**src/mem_tile_pkg.sv**
```systemverilog
// Memory tile package with widths, typedefs, opcodes and the local memory map
`default_nettype none

package mem_tile_pkg;

  // Bus widths
  localparam int PADDR_W = 40;
  localparam int DWORD_W = 64;
  localparam int DID_W   = 16;

  // Device-select field in the physical address
  localparam int DEV_W   = 4;
  localparam int DEV_LSB = 20;

  typedef logic [PADDR_W-1:0] paddr_t;
  typedef logic [DWORD_W-1:0] dword_t;
  typedef logic [DID_W-1:0]   did_t;
  typedef logic [DEV_W-1:0]   dev_id_t;

  typedef enum logic [0:0]
  {
    e_mem_rd = 1'b0,
    e_mem_wr = 1'b1
  } mem_op_e;

  // Local device numbers
  localparam dev_id_t CLINT_DEV = 4'd1;
  localparam dev_id_t CFG_DEV   = 4'd2;
  localparam dev_id_t CACHE_DEV = 4'd3;

  // Everything at or above this goes off-tile
  localparam paddr_t DRAM_BASE_DEFAULT = 40'h00_8000_0000;

endpackage

`default_nettype wire

```
**src/cfg_slice.sv**
```systemverilog
// Tile configuration registers for freeze, core id and device ids
`timescale 1ns/1ps
`default_nettype none

module cfg_slice
  import mem_tile_pkg::*;
(
  input  wire logic    clk_i,
  input  wire logic    rst_n_i,
  input  wire logic    cmd_v_i,
  input  wire mem_op_e cmd_op_i,
  input  wire paddr_t  cmd_addr_i,
  input  wire dword_t  cmd_data_i,
  input  wire logic    resp_yumi_i,
  input  wire did_t    my_did_i,
  input  wire did_t    host_did_i,
  output logic         cmd_ready_o,
  output logic         resp_v_o,
  output mem_op_e      resp_op_o,
  output paddr_t       resp_addr_o,
  output dword_t       resp_data_o,
  output logic         freeze_o,
  output did_t         core_id_o
);

  localparam logic [DEV_LSB-1:0] FREEZE_OFF   = 'h0;
  localparam logic [DEV_LSB-1:0] CORE_ID_OFF  = 'h4;
  localparam logic [DEV_LSB-1:0] DID_OFF      = 'h8;
  localparam logic [DEV_LSB-1:0] HOST_DID_OFF = 'hC;

  logic               accept;
  logic [DEV_LSB-1:0] offset;
  logic               freeze_r;
  did_t               core_id_r;
  dword_t             rd_data;

  assign accept = cmd_v_i && cmd_ready_o;
  assign offset = cmd_addr_i[DEV_LSB-1:0];

  always_comb
  begin
    rd_data = '0;
    case (offset)
      FREEZE_OFF:   rd_data = dword_t'(freeze_r);
      CORE_ID_OFF:  rd_data = dword_t'(core_id_r);
      DID_OFF:      rd_data = dword_t'(my_did_i);
      HOST_DID_OFF: rd_data = dword_t'(host_did_i);
      default:      rd_data = '0;
    endcase
  end

  // Core held frozen out of reset until software releases it
  always_ff @(posedge clk_i)
  begin
    if (!rst_n_i)
    begin
      freeze_r  <= 1'b1;
      core_id_r <= '0;
    end
    else if (accept && (cmd_op_i == e_mem_wr))
    begin
      if (offset == FREEZE_OFF)
        freeze_r <= cmd_data_i[0];
      if (offset == CORE_ID_OFF)
        core_id_r <= cmd_data_i[DID_W-1:0];
    end
  end

  always_ff @(posedge clk_i)
  begin
    if (!rst_n_i)
      resp_v_o <= 1'b0;
    else if (accept)
      resp_v_o <= 1'b1;
    else if (resp_yumi_i)
      resp_v_o <= 1'b0;
  end

  always_ff @(posedge clk_i)
  begin
    if (accept)
    begin
      resp_op_o   <= cmd_op_i;
      resp_addr_o <= cmd_addr_i;
      resp_data_o <= (cmd_op_i == e_mem_rd) ? rd_data : '0;
    end
  end

  assign cmd_ready_o = !resp_v_o;
  assign freeze_o    = freeze_r;
  assign core_id_o   = core_id_r;

  a_resp_held: assert property (
    @(posedge clk_i) disable iff (!rst_n_i)
    resp_v_o && !resp_yumi_i |=> resp_v_o
  );

endmodule

`default_nettype wire

```
**src/clint_slice.sv**
```systemverilog
// CLINT slice with mtime, mtimecmp and msip driving the timer and software irqs
`timescale 1ns/1ps
`default_nettype none

module clint_slice
  import mem_tile_pkg::*;
(
  input  wire logic    clk_i,
  input  wire logic    rst_n_i,
  input  wire logic    cmd_v_i,
  input  wire mem_op_e cmd_op_i,
  input  wire paddr_t  cmd_addr_i,
  input  wire dword_t  cmd_data_i,
  input  wire logic    resp_yumi_i,
  output logic         cmd_ready_o,
  output logic         resp_v_o,
  output mem_op_e      resp_op_o,
  output paddr_t       resp_addr_o,
  output dword_t       resp_data_o,
  output logic         timer_irq_o,
  output logic         software_irq_o
);

  localparam logic [DEV_LSB-1:0] MSIP_OFF     = 'h0000;
  localparam logic [DEV_LSB-1:0] MTIMECMP_OFF = 'h4000;
  localparam logic [DEV_LSB-1:0] MTIME_OFF    = 'hBFF8;

  logic               accept;
  logic               wr;
  logic [DEV_LSB-1:0] offset;
  logic               mtime_wr;
  logic               msip_r;
  dword_t             mtime_r;
  dword_t             mtimecmp_r;
  logic               timer_irq_r;
  dword_t             rd_data;

  assign accept   = cmd_v_i && cmd_ready_o;
  assign wr       = accept && (cmd_op_i == e_mem_wr);
  assign offset   = cmd_addr_i[DEV_LSB-1:0];
  assign mtime_wr = wr && (offset == MTIME_OFF);

  always_comb
  begin
    rd_data = '0;
    case (offset)
      MSIP_OFF:     rd_data = dword_t'(msip_r);
      MTIMECMP_OFF: rd_data = mtimecmp_r;
      MTIME_OFF:    rd_data = mtime_r;
      default:      rd_data = '0;
    endcase
  end

  // Software write wins over the increment
  always_ff @(posedge clk_i)
  begin
    if (!rst_n_i)
      mtime_r <= '0;
    else if (mtime_wr)
      mtime_r <= cmd_data_i;
    else
      mtime_r <= mtime_r + dword_t'(1);
  end

  always_ff @(posedge clk_i)
  begin
    if (!rst_n_i)
    begin
      msip_r     <= 1'b0;
      mtimecmp_r <= '1;
    end
    else if (wr)
    begin
      if (offset == MSIP_OFF)
        msip_r <= cmd_data_i[0];
      if (offset == MTIMECMP_OFF)
        mtimecmp_r <= cmd_data_i;
    end
  end

  always_ff @(posedge clk_i)
  begin
    if (!rst_n_i)
      timer_irq_r <= 1'b0;
    else
      timer_irq_r <= (mtime_r >= mtimecmp_r);
  end

  always_ff @(posedge clk_i)
  begin
    if (!rst_n_i)
      resp_v_o <= 1'b0;
    else if (accept)
      resp_v_o <= 1'b1;
    else if (resp_yumi_i)
      resp_v_o <= 1'b0;
  end

  always_ff @(posedge clk_i)
  begin
    if (accept)
    begin
      resp_op_o   <= cmd_op_i;
      resp_addr_o <= cmd_addr_i;
      resp_data_o <= (cmd_op_i == e_mem_rd) ? rd_data : '0;
    end
  end

  assign cmd_ready_o    = !resp_v_o;
  assign timer_irq_o    = timer_irq_r;
  assign software_irq_o = msip_r;

  a_mtime_write: assert property (
    @(posedge clk_i) disable iff (!rst_n_i)
    mtime_wr |=> (mtime_r == $past(cmd_data_i))
  );

endmodule

`default_nettype wire

```
**src/mem_cmd_demux.sv**
```systemverilog
// Command demux that decodes the address and steers valid to one target
`timescale 1ns/1ps
`default_nettype none

module mem_cmd_demux
  import mem_tile_pkg::*;
#(
  parameter paddr_t DRAM_BASE_ADDR = DRAM_BASE_DEFAULT
)
(
  input  wire logic   clk_i,
  input  wire logic   rst_n_i,
  input  wire logic   cmd_v_i,
  input  wire paddr_t cmd_addr_i,
  input  wire logic   cfg_ready_i,
  input  wire logic   clint_ready_i,
  input  wire logic   loop_ready_i,
  input  wire logic   dram_ready_i,
  output logic        cmd_ready_o,
  output logic        cfg_v_o,
  output logic        clint_v_o,
  output logic        loop_v_o,
  output logic        dram_v_o
);

  logic    is_local;
  dev_id_t dev_sel;
  logic    is_cfg;
  logic    is_clint;
  logic    is_dram;
  logic    is_loop;

  assign is_local = (cmd_addr_i < DRAM_BASE_ADDR);
  assign dev_sel  = cmd_addr_i[DEV_LSB +: DEV_W];

  assign is_cfg   = is_local && (dev_sel == CFG_DEV);
  assign is_clint = is_local && (dev_sel == CLINT_DEV);
  // Cacheable local space has no L2 here, so it shares the DRAM path
  assign is_dram  = !is_local || (dev_sel == CACHE_DEV);
  assign is_loop  = is_local && !is_cfg && !is_clint && !is_dram;

  assign cmd_ready_o = cfg_ready_i & clint_ready_i & loop_ready_i & dram_ready_i;

  // Each valid waits on the other targets, never on its own ready
  assign cfg_v_o   = cmd_v_i & is_cfg & clint_ready_i & loop_ready_i & dram_ready_i;
  assign clint_v_o = cmd_v_i & is_clint & cfg_ready_i & loop_ready_i & dram_ready_i;
  assign loop_v_o  = cmd_v_i & is_loop & cfg_ready_i & clint_ready_i & dram_ready_i;
  assign dram_v_o  = cmd_v_i & is_dram & cfg_ready_i & clint_ready_i & loop_ready_i;

  a_one_target: assert property (
    @(posedge clk_i) disable iff (!rst_n_i)
    $onehot0({cfg_v_o, clint_v_o, loop_v_o, dram_v_o})
  );

endmodule

`default_nettype wire

```
**src/mem_loopback.sv**
```systemverilog
// Loopback target that answers unmapped local commands with zero data
`timescale 1ns/1ps
`default_nettype none

module mem_loopback
  import mem_tile_pkg::*;
(
  input  wire logic    clk_i,
  input  wire logic    rst_n_i,
  input  wire logic    cmd_v_i,
  input  wire mem_op_e cmd_op_i,
  input  wire paddr_t  cmd_addr_i,
  input  wire logic    resp_yumi_i,
  output logic         cmd_ready_o,
  output logic         resp_v_o,
  output mem_op_e      resp_op_o,
  output paddr_t       resp_addr_o,
  output dword_t       resp_data_o
);

  logic accept;

  assign accept = cmd_v_i && cmd_ready_o;

  always_ff @(posedge clk_i)
  begin
    if (!rst_n_i)
      resp_v_o <= 1'b0;
    else if (accept)
      resp_v_o <= 1'b1;
    else if (resp_yumi_i)
      resp_v_o <= 1'b0;
  end

  // Echo header only
  always_ff @(posedge clk_i)
  begin
    if (accept)
    begin
      resp_op_o   <= cmd_op_i;
      resp_addr_o <= cmd_addr_i;
    end
  end

  assign cmd_ready_o = !resp_v_o;
  assign resp_data_o = '0;

endmodule

`default_nettype wire

```
**src/mem_resp_arbiter.sv**
```systemverilog
// Fixed-priority response arbiter feeding a two-entry response FIFO
`timescale 1ns/1ps
`default_nettype none

module mem_resp_arbiter
  import mem_tile_pkg::*;
(
  input  wire logic    clk_i,
  input  wire logic    rst_n_i,
  input  wire logic    dram_v_i,
  input  wire mem_op_e dram_op_i,
  input  wire paddr_t  dram_addr_i,
  input  wire dword_t  dram_data_i,
  input  wire logic    cfg_v_i,
  input  wire mem_op_e cfg_op_i,
  input  wire paddr_t  cfg_addr_i,
  input  wire dword_t  cfg_data_i,
  input  wire logic    clint_v_i,
  input  wire mem_op_e clint_op_i,
  input  wire paddr_t  clint_addr_i,
  input  wire dword_t  clint_data_i,
  input  wire logic    loop_v_i,
  input  wire mem_op_e loop_op_i,
  input  wire paddr_t  loop_addr_i,
  input  wire dword_t  loop_data_i,
  input  wire logic    resp_yumi_i,
  output logic         dram_yumi_o,
  output logic         cfg_yumi_o,
  output logic         clint_yumi_o,
  output logic         loop_yumi_o,
  output logic         resp_v_o,
  output mem_op_e      resp_op_o,
  output paddr_t       resp_addr_o,
  output dword_t       resp_data_o
);

  mem_op_e    op_mem   [2];
  paddr_t     addr_mem [2];
  dword_t     data_mem [2];
  logic       wr_ptr;
  logic       rd_ptr;
  logic [1:0] count;
  logic       full;
  logic       push;
  logic       pop;
  mem_op_e    sel_op;
  paddr_t     sel_addr;
  dword_t     sel_data;

  assign full = (count == 2'd2);

  // DRAM first, loopback last
  assign dram_yumi_o  = !full && dram_v_i;
  assign cfg_yumi_o   = !full && !dram_v_i && cfg_v_i;
  assign clint_yumi_o = !full && !dram_v_i && !cfg_v_i && clint_v_i;
  assign loop_yumi_o  = !full && !dram_v_i && !cfg_v_i && !clint_v_i && loop_v_i;

  assign push = dram_yumi_o | cfg_yumi_o | clint_yumi_o | loop_yumi_o;
  assign pop  = resp_v_o && resp_yumi_i;

  always_comb
  begin
    if (dram_v_i)
      {sel_op, sel_addr, sel_data} = {dram_op_i, dram_addr_i, dram_data_i};
    else if (cfg_v_i)
      {sel_op, sel_addr, sel_data} = {cfg_op_i, cfg_addr_i, cfg_data_i};
    else if (clint_v_i)
      {sel_op, sel_addr, sel_data} = {clint_op_i, clint_addr_i, clint_data_i};
    else
      {sel_op, sel_addr, sel_data} = {loop_op_i, loop_addr_i, loop_data_i};
  end

  always_ff @(posedge clk_i)
  begin
    if (push)
    begin
      op_mem[wr_ptr]   <= sel_op;
      addr_mem[wr_ptr] <= sel_addr;
      data_mem[wr_ptr] <= sel_data;
    end
  end

  always_ff @(posedge clk_i)
  begin
    if (!rst_n_i)
    begin
      wr_ptr <= 1'b0;
      rd_ptr <= 1'b0;
      count  <= 2'd0;
    end
    else
    begin
      if (push)
        wr_ptr <= !wr_ptr;
      if (pop)
        rd_ptr <= !rd_ptr;
      count <= count + 2'(push) - 2'(pop);
    end
  end

  assign resp_v_o    = (count != 2'd0);
  assign resp_op_o   = op_mem[rd_ptr];
  assign resp_addr_o = addr_mem[rd_ptr];
  assign resp_data_o = data_mem[rd_ptr];

  a_grant_onehot: assert property (
    @(posedge clk_i) disable iff (!rst_n_i)
    $onehot0({dram_yumi_o, cfg_yumi_o, clint_yumi_o, loop_yumi_o})
  );

  a_no_overflow: assert property (
    @(posedge clk_i) disable iff (!rst_n_i)
    push |-> (count < 2'd2)
  );

endmodule

`default_nettype wire

```
**src/mem_tile.sv**
```systemverilog
// Memory-side tile network routing commands to cfg, CLINT, loopback and DRAM
`timescale 1ns/1ps
`default_nettype none

module mem_tile
  import mem_tile_pkg::*;
#(
  parameter paddr_t DRAM_BASE_ADDR = DRAM_BASE_DEFAULT
)
(
  input  wire logic    clk_i,
  input  wire logic    rst_n_i,
  input  wire logic    cmd_v_i,
  input  wire mem_op_e cmd_op_i,
  input  wire paddr_t  cmd_addr_i,
  input  wire dword_t  cmd_data_i,
  output logic         cmd_ready_o,
  output logic         resp_v_o,
  output mem_op_e      resp_op_o,
  output paddr_t       resp_addr_o,
  output dword_t       resp_data_o,
  input  wire logic    resp_yumi_i,
  output logic         dram_cmd_v_o,
  output mem_op_e      dram_cmd_op_o,
  output paddr_t       dram_cmd_addr_o,
  output dword_t       dram_cmd_data_o,
  input  wire logic    dram_cmd_ready_i,
  input  wire logic    dram_resp_v_i,
  input  wire mem_op_e dram_resp_op_i,
  input  wire paddr_t  dram_resp_addr_i,
  input  wire dword_t  dram_resp_data_i,
  output logic         dram_resp_yumi_o,
  input  wire did_t    my_did_i,
  input  wire did_t    host_did_i,
  output logic         freeze_o,
  output did_t         core_id_o,
  output logic         timer_irq_o,
  output logic         software_irq_o
);

  logic    cfg_v, cfg_ready, cfg_resp_v, cfg_yumi;
  logic    clint_v, clint_ready, clint_resp_v, clint_yumi;
  logic    loop_v, loop_ready, loop_resp_v, loop_yumi;
  mem_op_e cfg_resp_op, clint_resp_op, loop_resp_op;
  paddr_t  cfg_resp_addr, clint_resp_addr, loop_resp_addr;
  dword_t  cfg_resp_data, clint_resp_data, loop_resp_data;

  // Header and data fan out to every target unchanged
  assign dram_cmd_op_o   = cmd_op_i;
  assign dram_cmd_addr_o = cmd_addr_i;
  assign dram_cmd_data_o = cmd_data_i;

  mem_cmd_demux #(.DRAM_BASE_ADDR(DRAM_BASE_ADDR)) u_demux (
    .clk_i(clk_i), .rst_n_i(rst_n_i), .cmd_v_i(cmd_v_i), .cmd_addr_i(cmd_addr_i),
    .cfg_ready_i(cfg_ready), .clint_ready_i(clint_ready), .loop_ready_i(loop_ready),
    .dram_ready_i(dram_cmd_ready_i), .cmd_ready_o(cmd_ready_o), .cfg_v_o(cfg_v),
    .clint_v_o(clint_v), .loop_v_o(loop_v), .dram_v_o(dram_cmd_v_o)
  );

  cfg_slice u_cfg (
    .clk_i(clk_i), .rst_n_i(rst_n_i), .cmd_v_i(cfg_v), .cmd_op_i(cmd_op_i),
    .cmd_addr_i(cmd_addr_i), .cmd_data_i(cmd_data_i), .resp_yumi_i(cfg_yumi),
    .my_did_i(my_did_i), .host_did_i(host_did_i), .cmd_ready_o(cfg_ready),
    .resp_v_o(cfg_resp_v), .resp_op_o(cfg_resp_op), .resp_addr_o(cfg_resp_addr),
    .resp_data_o(cfg_resp_data), .freeze_o(freeze_o), .core_id_o(core_id_o)
  );

  clint_slice u_clint (
    .clk_i(clk_i), .rst_n_i(rst_n_i), .cmd_v_i(clint_v), .cmd_op_i(cmd_op_i),
    .cmd_addr_i(cmd_addr_i), .cmd_data_i(cmd_data_i), .resp_yumi_i(clint_yumi),
    .cmd_ready_o(clint_ready), .resp_v_o(clint_resp_v), .resp_op_o(clint_resp_op),
    .resp_addr_o(clint_resp_addr), .resp_data_o(clint_resp_data),
    .timer_irq_o(timer_irq_o), .software_irq_o(software_irq_o)
  );

  mem_loopback u_loop (
    .clk_i(clk_i), .rst_n_i(rst_n_i), .cmd_v_i(loop_v), .cmd_op_i(cmd_op_i),
    .cmd_addr_i(cmd_addr_i), .resp_yumi_i(loop_yumi), .cmd_ready_o(loop_ready),
    .resp_v_o(loop_resp_v), .resp_op_o(loop_resp_op), .resp_addr_o(loop_resp_addr),
    .resp_data_o(loop_resp_data)
  );

  mem_resp_arbiter u_arb (
    .clk_i(clk_i), .rst_n_i(rst_n_i),
    .dram_v_i(dram_resp_v_i), .dram_op_i(dram_resp_op_i),
    .dram_addr_i(dram_resp_addr_i), .dram_data_i(dram_resp_data_i),
    .cfg_v_i(cfg_resp_v), .cfg_op_i(cfg_resp_op),
    .cfg_addr_i(cfg_resp_addr), .cfg_data_i(cfg_resp_data),
    .clint_v_i(clint_resp_v), .clint_op_i(clint_resp_op),
    .clint_addr_i(clint_resp_addr), .clint_data_i(clint_resp_data),
    .loop_v_i(loop_resp_v), .loop_op_i(loop_resp_op),
    .loop_addr_i(loop_resp_addr), .loop_data_i(loop_resp_data),
    .resp_yumi_i(resp_yumi_i), .dram_yumi_o(dram_resp_yumi_o), .cfg_yumi_o(cfg_yumi),
    .clint_yumi_o(clint_yumi), .loop_yumi_o(loop_yumi), .resp_v_o(resp_v_o),
    .resp_op_o(resp_op_o), .resp_addr_o(resp_addr_o), .resp_data_o(resp_data_o)
  );

endmodule

`default_nettype wire

```
**config.mk**
```make
export PLATFORM = sky130hd
export DESIGN_NAME = mem_tile
export DESIGN_NICKNAME = d
export VERILOG_FILES = /design/src/mem_tile_pkg.sv /design/src/cfg_slice.sv /design/src/clint_slice.sv /design/src/mem_cmd_demux.sv /design/src/mem_loopback.sv /design/src/mem_resp_arbiter.sv /design/src/mem_tile.sv
export SDC_FILE = /design/constraint.sdc
export NUM_CORES = 1
export LEC_CHECK = 0
export BUFFER_PORTS_ARGS = -buffer_cell sky130_fd_sc_hd__buf_2
export CAP_MARGIN = 10
export CORE_UTILIZATION = 40
export DETAILED_ROUTE_END_ITERATION = 16
export SLEW_MARGIN = 20
export SYNTH_ARGS = -nofsm -noshare
export SYNTH_HDL_FRONTEND = slang
export SYNTH_SLANG_ARGS = --single-unit
```
**constraint.sdc**
```tcl
create_clock -name clk_i -period 7.87 [get_ports clk_i]
set_input_delay 0.787 -clock clk_i [delete_from_list [all_inputs] [get_ports clk_i]]
set_output_delay 0.787 -clock clk_i [all_outputs]
set_load 0.05 [all_outputs]
```
After elaboration in Yosys (flattened, before gate mapping)
Memory sizes are Yosys's and may differ from the RTL's. A register that Yosys moved wholly into a read port is not among the register bits.
Cells that the tools add are included.
{"block": "classes", "reduce_logical": 40, "n_lt_le_gt_ge": 2, "muxes": 26, "eq_ne": 9, "bitwise": 22, "addsub": 3}
{"cell": "$mux W64", "count": 4}
{"cell": "$pmux W64 S3", "count": 1}
{"cell": "$mux W40", "count": 3}
{"cell": "$add A64 B1 Y64 const B", "count": 1}
{"cell": "$ge A64 B64 Y1", "count": 1}
{"cell": "$pmux W16 S4", "count": 1}
{"cell": "$eq A20 B4 Y1 const B", "count": 2}
{"cell": "$lt A40 B32 Y1 const B", "count": 1}
{"cell": "$eq A20 B15 Y1 const B", "count": 1}
{"cell": "$eq A20 B16 Y1 const B", "count": 1}
{"cell": "$eq A20 B3 Y1 const B", "count": 1}
{"cell": "$logic_not A20 Y1", "count": 1}
{"cell": "$and A1 B1 Y1", "count": 19}
{"cell": "$logic_and A1 B1 Y1", "count": 19}
{"cell": "$mux W1", "count": 17}
{"cell": "$logic_not A1 Y1", "count": 11}
{"cell": "$eq A4 B2 Y1 const B", "count": 2}
{"cell": "$reduce_and A2 Y1", "count": 4}
{"cell": "$reduce_bool A2 Y1", "count": 4}
{"cell": "$eq A4 B1 Y1 const B", "count": 1}
{"cell": "$or A1 B1 Y1", "count": 3}
{"cell": "$add A2 B1 Y2", "count": 1}
{"cell": "$eq A2 B2 Y1 const B", "count": 1}
{"cell": "$sub A2 B1 Y2", "count": 1}
{"cell": "$logic_or A1 B1 Y1", "count": 1}
{"block": "totals", "ff_bits": 405, "input_bits": 248, "word_cells": 125, "n_memories": 3, "out_inout_bits": 233, "ram_bits": 210}
{"memory": "u_arb.data_mem", "words": 2, "width": 64, "read_ports": 1, "rd_clocked_by_memory_dff": 1, "write_ports": 1, "line_no": "mem_resp_arbiter.sv:39", "rtl": "dword_t data_mem [2];"}
{"memory": "u_arb.addr_mem", "words": 2, "width": 40, "read_ports": 1, "rd_clocked_by_memory_dff": 1, "write_ports": 1, "line_no": "mem_resp_arbiter.sv:38", "rtl": "paddr_t addr_mem [2];"}
{"memory": "u_arb.op_mem", "words": 2, "width": 1, "read_ports": 1, "rd_clocked_by_memory_dff": 1, "write_ports": 1, "line_no": "mem_resp_arbiter.sv:37", "rtl": "mem_op_e op_mem [2];"}

Longest topological paths before layout
{"block": "logic_depth", "depth_word": 12, "ltp_mapped": 9, "ltp_nobuf": 8}

Modules after synthesis
Synthesis repeated with hierarchy kept, for this count alone.
{"block": "unflattened", "cells_unflattened": 2470, "hier_area_um2": 28562.4}
{"module": "mem_resp_arbiter", "area_per_inst_um2": 11315.9, "seq_area_each_um2": 6406.1, "cells_per_inst": 829, "instances": 1}
{"module": "clint_slice", "area_per_inst_um2": 11278.3, "seq_area_each_um2": 5775.5, "cells_per_inst": 1137, "instances": 1}
{"module": "cfg_slice", "area_per_inst_um2": 3300.7, "seq_area_each_um2": 2072.0, "cells_per_inst": 268, "instances": 1}
{"module": "mem_loopback", "area_per_inst_um2": 1759.2, "seq_area_each_um2": 1251.2, "cells_per_inst": 111, "instances": 1}
{"module": "mem_tile", "area_per_inst_um2": 788.3, "seq_area_each_um2": 0.0, "cells_per_inst": 105, "instances": 1}
{"module": "mem_cmd_demux", "area_per_inst_um2": 120.1, "seq_area_each_um2": 0.0, "cells_per_inst": 20, "instances": 1}

Worst setup path after synthesis
No wires, ideal clock.
{"block": "synth_path", "kind": "input port to flip-flop", "start": "in dram_resp_v_i", "end": "mem u_arb.addr_mem[0][0] in the netlist's numbering (enable)", "setup_time_ns": 0.583, "t_arrival_ns": 5.765, "stages": 3, "n_path_buf": 0, "path_slack_ns": 1.522, "path_cell_list": "nor2_1 a21oi_1 nor2b_1"}
{"block": "synth_between", "elab_chain_cells": 8}
{"item": "start: declaration", "line_no": "mem_tile.sv:28", "rtl": "input wire logic dram_resp_v_i,"}
{"item": "$logic_not A1 Y1", "line_no": "mem_resp_arbiter.sv:54, mem_resp_arbiter.sv:55, mem_resp_arbiter.sv:56"}
{"item": "$logic_and A1 B1 Y1", "line_no": "mem_resp_arbiter.sv:54, mem_resp_arbiter.sv:55, mem_resp_arbiter.sv:56"}
{"item": "$logic_and A1 B1 Y1, on equally long branches", "line_no": "mem_resp_arbiter.sv:54, mem_resp_arbiter.sv:55, mem_resp_arbiter.sv:56"}
{"item": "$or A1 B1 Y1 (tied with other cells)", "line_no": "mem_resp_arbiter.sv:58", "rtl": "assign push = dram_yumi_o | cfg_yumi_o | clint_yumi_o | loop_yumi_o;"}
{"item": "$or A1 B1 Y1 or $logic_and A1 B1 Y1 (tied branches)", "line_no": "mem_resp_arbiter.sv:58, mem_resp_arbiter.sv:56"}
{"item": "$or A1 B1 Y1 *", "line_no": "mem_resp_arbiter.sv:58"}
{"item": "$mux W1 *", "line_no": "mem_resp_arbiter.sv:75", "rtl": "if (push)"}
{"item": "$mux W1 (not written as such) *", "line_no": "mem_resp_arbiter.sv:78", "rtl": "addr_mem[wr_ptr] <= sel_addr;"}
{"item": "end: declaration", "line_no": "mem_resp_arbiter.sv:38"}
Mark *: on every way between the ends. The rest lies on a longest branch, timed or not.

Final worst setup path
{"block": "layout_path", "start": "reg u_cfg.resp_v_o", "end": "reg u_cfg.core_id_r[12], in the netlist u_cfg.core_id_o[12]"}
{"block": "layout_between", "elab_chain_cells": 4}
{"item": "start: declaration", "line_no": "cfg_slice.sv:18", "rtl": "output logic resp_v_o,"}
{"item": "start signal: assignment", "line_no": "cfg_slice.sv:72", "rtl": "resp_v_o <= 1'b0;"}
{"item": "start signal: assignment", "line_no": "cfg_slice.sv:74", "rtl": "resp_v_o <= 1'b1;"}
{"item": "start signal: assignment", "line_no": "cfg_slice.sv:76", "rtl": "resp_v_o <= 1'b0;"}
{"item": "$logic_not A1 Y1", "line_no": "cfg_slice.sv:89", "rtl": "assign cmd_ready_o = !resp_v_o;"}
{"item": "$logic_and A1 B1 Y1", "line_no": "cfg_slice.sv:37", "rtl": "assign accept = cmd_v_i && cmd_ready_o;"}
{"item": "named net u_cfg.accept", "line_no": "cfg_slice.sv:31", "rtl": "logic accept;"}
{"item": "$logic_and A1 B1 Y1", "line_no": "cfg_slice.sv:60", "rtl": "else if (accept && (cmd_op_i == e_mem_wr))"}
{"item": "$reduce_and A2 Y1 (no line)"}
{"item": "end signal: assignment", "line_no": "cfg_slice.sv:65", "rtl": "core_id_r <= cmd_data_i[DID_W-1:0];"}
{"item": "end: declaration", "line_no": "cfg_slice.sv:34", "rtl": "did_t core_id_r;"}
The timed path passes the listed nets, and every way through them passes these cells.
A chain may end at the register's enable or synchronous reset.

==> metrics.md <==
| Metric | Value |
|---|---|
| Run status | finished, final reports clean |
| Initial antenna violation count | 3 |
| Initial Util | 40.6% |
| Hold WS | 0.386 ns |
| Root buffer cell | clkbuf_16 |
| Largest net degree at the start of global routing | 87 |
| Clock period minus worst slack | 3.85 ns |
| Leakage | 12.2 nW |
| Routability congestion estimate | 0.831 |
| Post-synth ARST share | 0% |
| Setup bufs post-CTS | 0 |
| Buffers on Ports | 480 |
| Final max-slew violation count | 0 |
| Slew @ Worst Pin | 1.09 ns |
| Final net count | 2828 |
| Num Clock Sinks | 568 |
| Share of cells above drive strength 1 | 29.2% |
| Power density over the cells | 259 mW/mm^2 |
| Drt drc | 0 |
| IO Count | 481 |
| Synth cell types | 68 |
| Area leader, netlist | edfxtp_1 |
| Post-cts repair resize count | 0 |
| Vias | 18400 |
| Die area | 0.0666 sq mm |
| Syn Inst Count | 2186 |
| Fin crit share | 48.9% |
| VDD IR max | 0.000193 V |
| Clock Pin Slew Worst Setup and Hold Paths | 0.06 ns |
| Clock buffer depth | 3 |
| Vias/cell | 5.38 |
| Hold Crit Class | primary input to flop |
| Setup TNS | 0 ns |
| Final hold vios | 0 |
| Max-slew headroom | 26.8% |
| CTS Buf Count | 61 |
| Chip height | 258 microns |
| Antenna Nets Post-Route | 0 |
| Top post-synthesis cells by area | edfxtp_1, dfxtp_1, mux2_2, ha_1, buf_4 |
| Worst EP arrival | 4.36 ns |
| Wire length of the first global-routing pass | 108000 microns |
| Number of synthesized register bits | 568 |
| Num rows | 93 |
| CTS tree | done |
| Most common cell in the netlist | edfxtp_1 |
| Total track usage | 20.9% |
| EDFF count, synth | 413 |
| Setup crit start kind | flop |
| Post-DP HPWL | 48100 microns |
| CP Class | flop to flop |
| Synth Cell Area | 0.0262 sq mm |
| Routed len/inst | 20.8 microns |
| Worst path required time | 8.38 ns |
| Clk_skew | 0.0273 ns |
| Initial DRC Count | 1232 |
| GRT overflow | 0 |
| Top cells by count, synth | edfxtp_1, nand2_1, dfxtp_1 |
| Final Setup Violations | 0 |
| Drt pass-1 iters | 8 |
| Sequential share of the synthesized area | 59.1% |
| Core Region | 0.0646 sq mm |
| Final Util | 47.3% |
| Fmax | 260 MHz |
| Routed WL | 71200 microns |
| Dpl cells | 3304 |
| Die width | 258 microns |
| Htree depth | 2 |
| Most used DFF post-synth | edfxtp_1 |
| CP max FO | 73 |
| RSZ-0062 raised after global routing | no |
| Layout area overhead | 16.6% |
| Vias in the first global route | 18200 |
| Total power | 7.91 mW |
| Post-synth top area share | 47.3% |
| MaxCap Viol Count | 0 |
| Worst setup EP type | flop |
| Synthesized Nets | 2501 |
| Mean post-synth cell area | 12.0 sq um |
| Worst skew pair latency | 0.64 ns |
| Final Non-Filler Cells | 3423 |
| Cts hold-fix bufs | 0 |
| Synth warnings | 0 |
[cell usage in the layout, fill, tap and decap left out, types with 6 or more instances in the layout]
cell | synthesis | routed
clkbuf_16 | 0 | 61
xor2_1 | 48 | 48
a22oi_1 | 95 | 95
o21a_1 | 7 | 7
and4_1 | 8 | 8
nand4_1 | 39 | 39
a22o_1 | 48 | 48
dfxtp_1 | 155 | 152
inv_1 | 71 | 71
nor2_1 | 140 | 140
nor4_1 | 9 | 8
nand3_1 | 35 | 35
xnor2_1 | 14 | 14
and3_1 | 11 | 11
a21oi_1 | 116 | 116
ha_1 | 67 | 67
buf_2 | 23 | 478
nor2b_1 | 28 | 27
bufinv_16 | 0 | 6
o211ai_1 | 65 | 65
clkinv_2 | 0 | 14
nand2_1 | 177 | 177
o21ai_0 | 116 | 116
nor3_1 | 10 | 10
mux2i_1 | 60 | 60
buf_4 | 109 | 25
edfxtp_1 | 413 | 413
and2_1 | 12 | 7
a21o_1 | 6 | 6
mux2_2 | 121 | 121
o211a_1 | 15 | 15
clkinv_1 | 0 | 21
[sequential cells by signal (all words and copies together) (netlist names), 2 cells and up, named ones only]
register,cells
u_arb.addr_mem,80
u_arb.count,2
u_arb.data_mem,128
u_arb.op_mem,2
u_cfg.core_id_o,16
u_cfg.resp_addr_o,40
u_cfg.resp_data_o,16
u_clint.mtime_r,64
u_clint.mtimecmp_r,64
u_clint.resp_addr_o,40
u_clint.resp_data_o,64
u_loop.resp_addr_o,40
[logic make-up (layout without fill, tap and decap cells)]
logic type	count (synthesis)	after routing	synth area share, %
AOI/OAI and AO/OA	485	485	12.1
buffers and inverters	312	691	6.28
DFF	568	568	59.1
xor gates and xnor gates	62	62	2.07
and+or+nand+nor	510	510	9.63
muxes	182	182	7.57
adders and majority gates	67	67	3.20
other	0	3	0
[power breakdown]
group / internal [mW] / total (mW) / leakage, nW / switching, mW
logic: 0.431 / 1.62 / 6.04 / 1.19
clock network: 1.62 / 2.83 / 0.982 / 1.21
registers: 3.39 / 3.46 / 5.18 / 0.0746
total: 5.44 / 7.91 / 12.2 / 2.47
[stage by stage]
| step | instance area (sq um) | setup slack [ns] |
|---|---|---|
| final | 30600 | 4.02 |
| after global routing | 30600 | 3.74 |
| after CTS | 30600 | 3.93 |
| after detailed placement | 28600 | 3.67 |
| after global placement | 28600 | 3.70 |
| after floorplan | 26200 | 1.52 |
[area by class of cell]
class	instances	area, sq um
multi-input cells	1306	9120
clock buffers	66	1550
clock inverters	49	435
inverters	71	267
fillers	5830	34000
repair buffers	505	2620
well taps	855	1070
flip-flops and latches	568	15500
diodes	3	7.51
[worst paths after layout]
path / startpoint / end / slack (ns) / depth (start not counted)
worst max-delay path: u_cfg.resp_v_o$_SDFFE_PN0P_ / u_cfg.core_id_o[12]$_SDFFE_PN0P_ / 4.02 / 7
worst min-delay path: cmd_addr_i[28] / u_cfg.resp_addr_o[28]$_DFFE_PP_ / 0.39 / 1
worst max register to register: u_cfg.resp_v_o$_SDFFE_PN0P_ / u_cfg.core_id_o[12]$_SDFFE_PN0P_ / 4.02 / 7
worst min register to register: u_clint.software_irq_o$_SDFFE_PN0P_ / u_clint.software_irq_o$_SDFFE_PN0P_ / 0.50 / 2
[worst max-delay path: stages, from the launching register on]
cell and delay, ns:
dfxtp_4 0.45, buf_4 0.41, nor4b_2 0.38, nand2_1 0.20, nor3_4 0.91, nand4_2 0.88
mux2i_1 0.38, nor2b_1 0.08
[layer usage]
layer / GRT usage (%) / up-vias / share of wire (%)
met3: 3.16 / 110 / 5.4
met5: 0 / - / 0.024
li1: - / 8672 / -
met2: 35.1 / 581 / 49
met4: 6.41 / 2 / 2.6
met1: 27.7 / 9067 / 43
(Power assumes the default switching activity.)
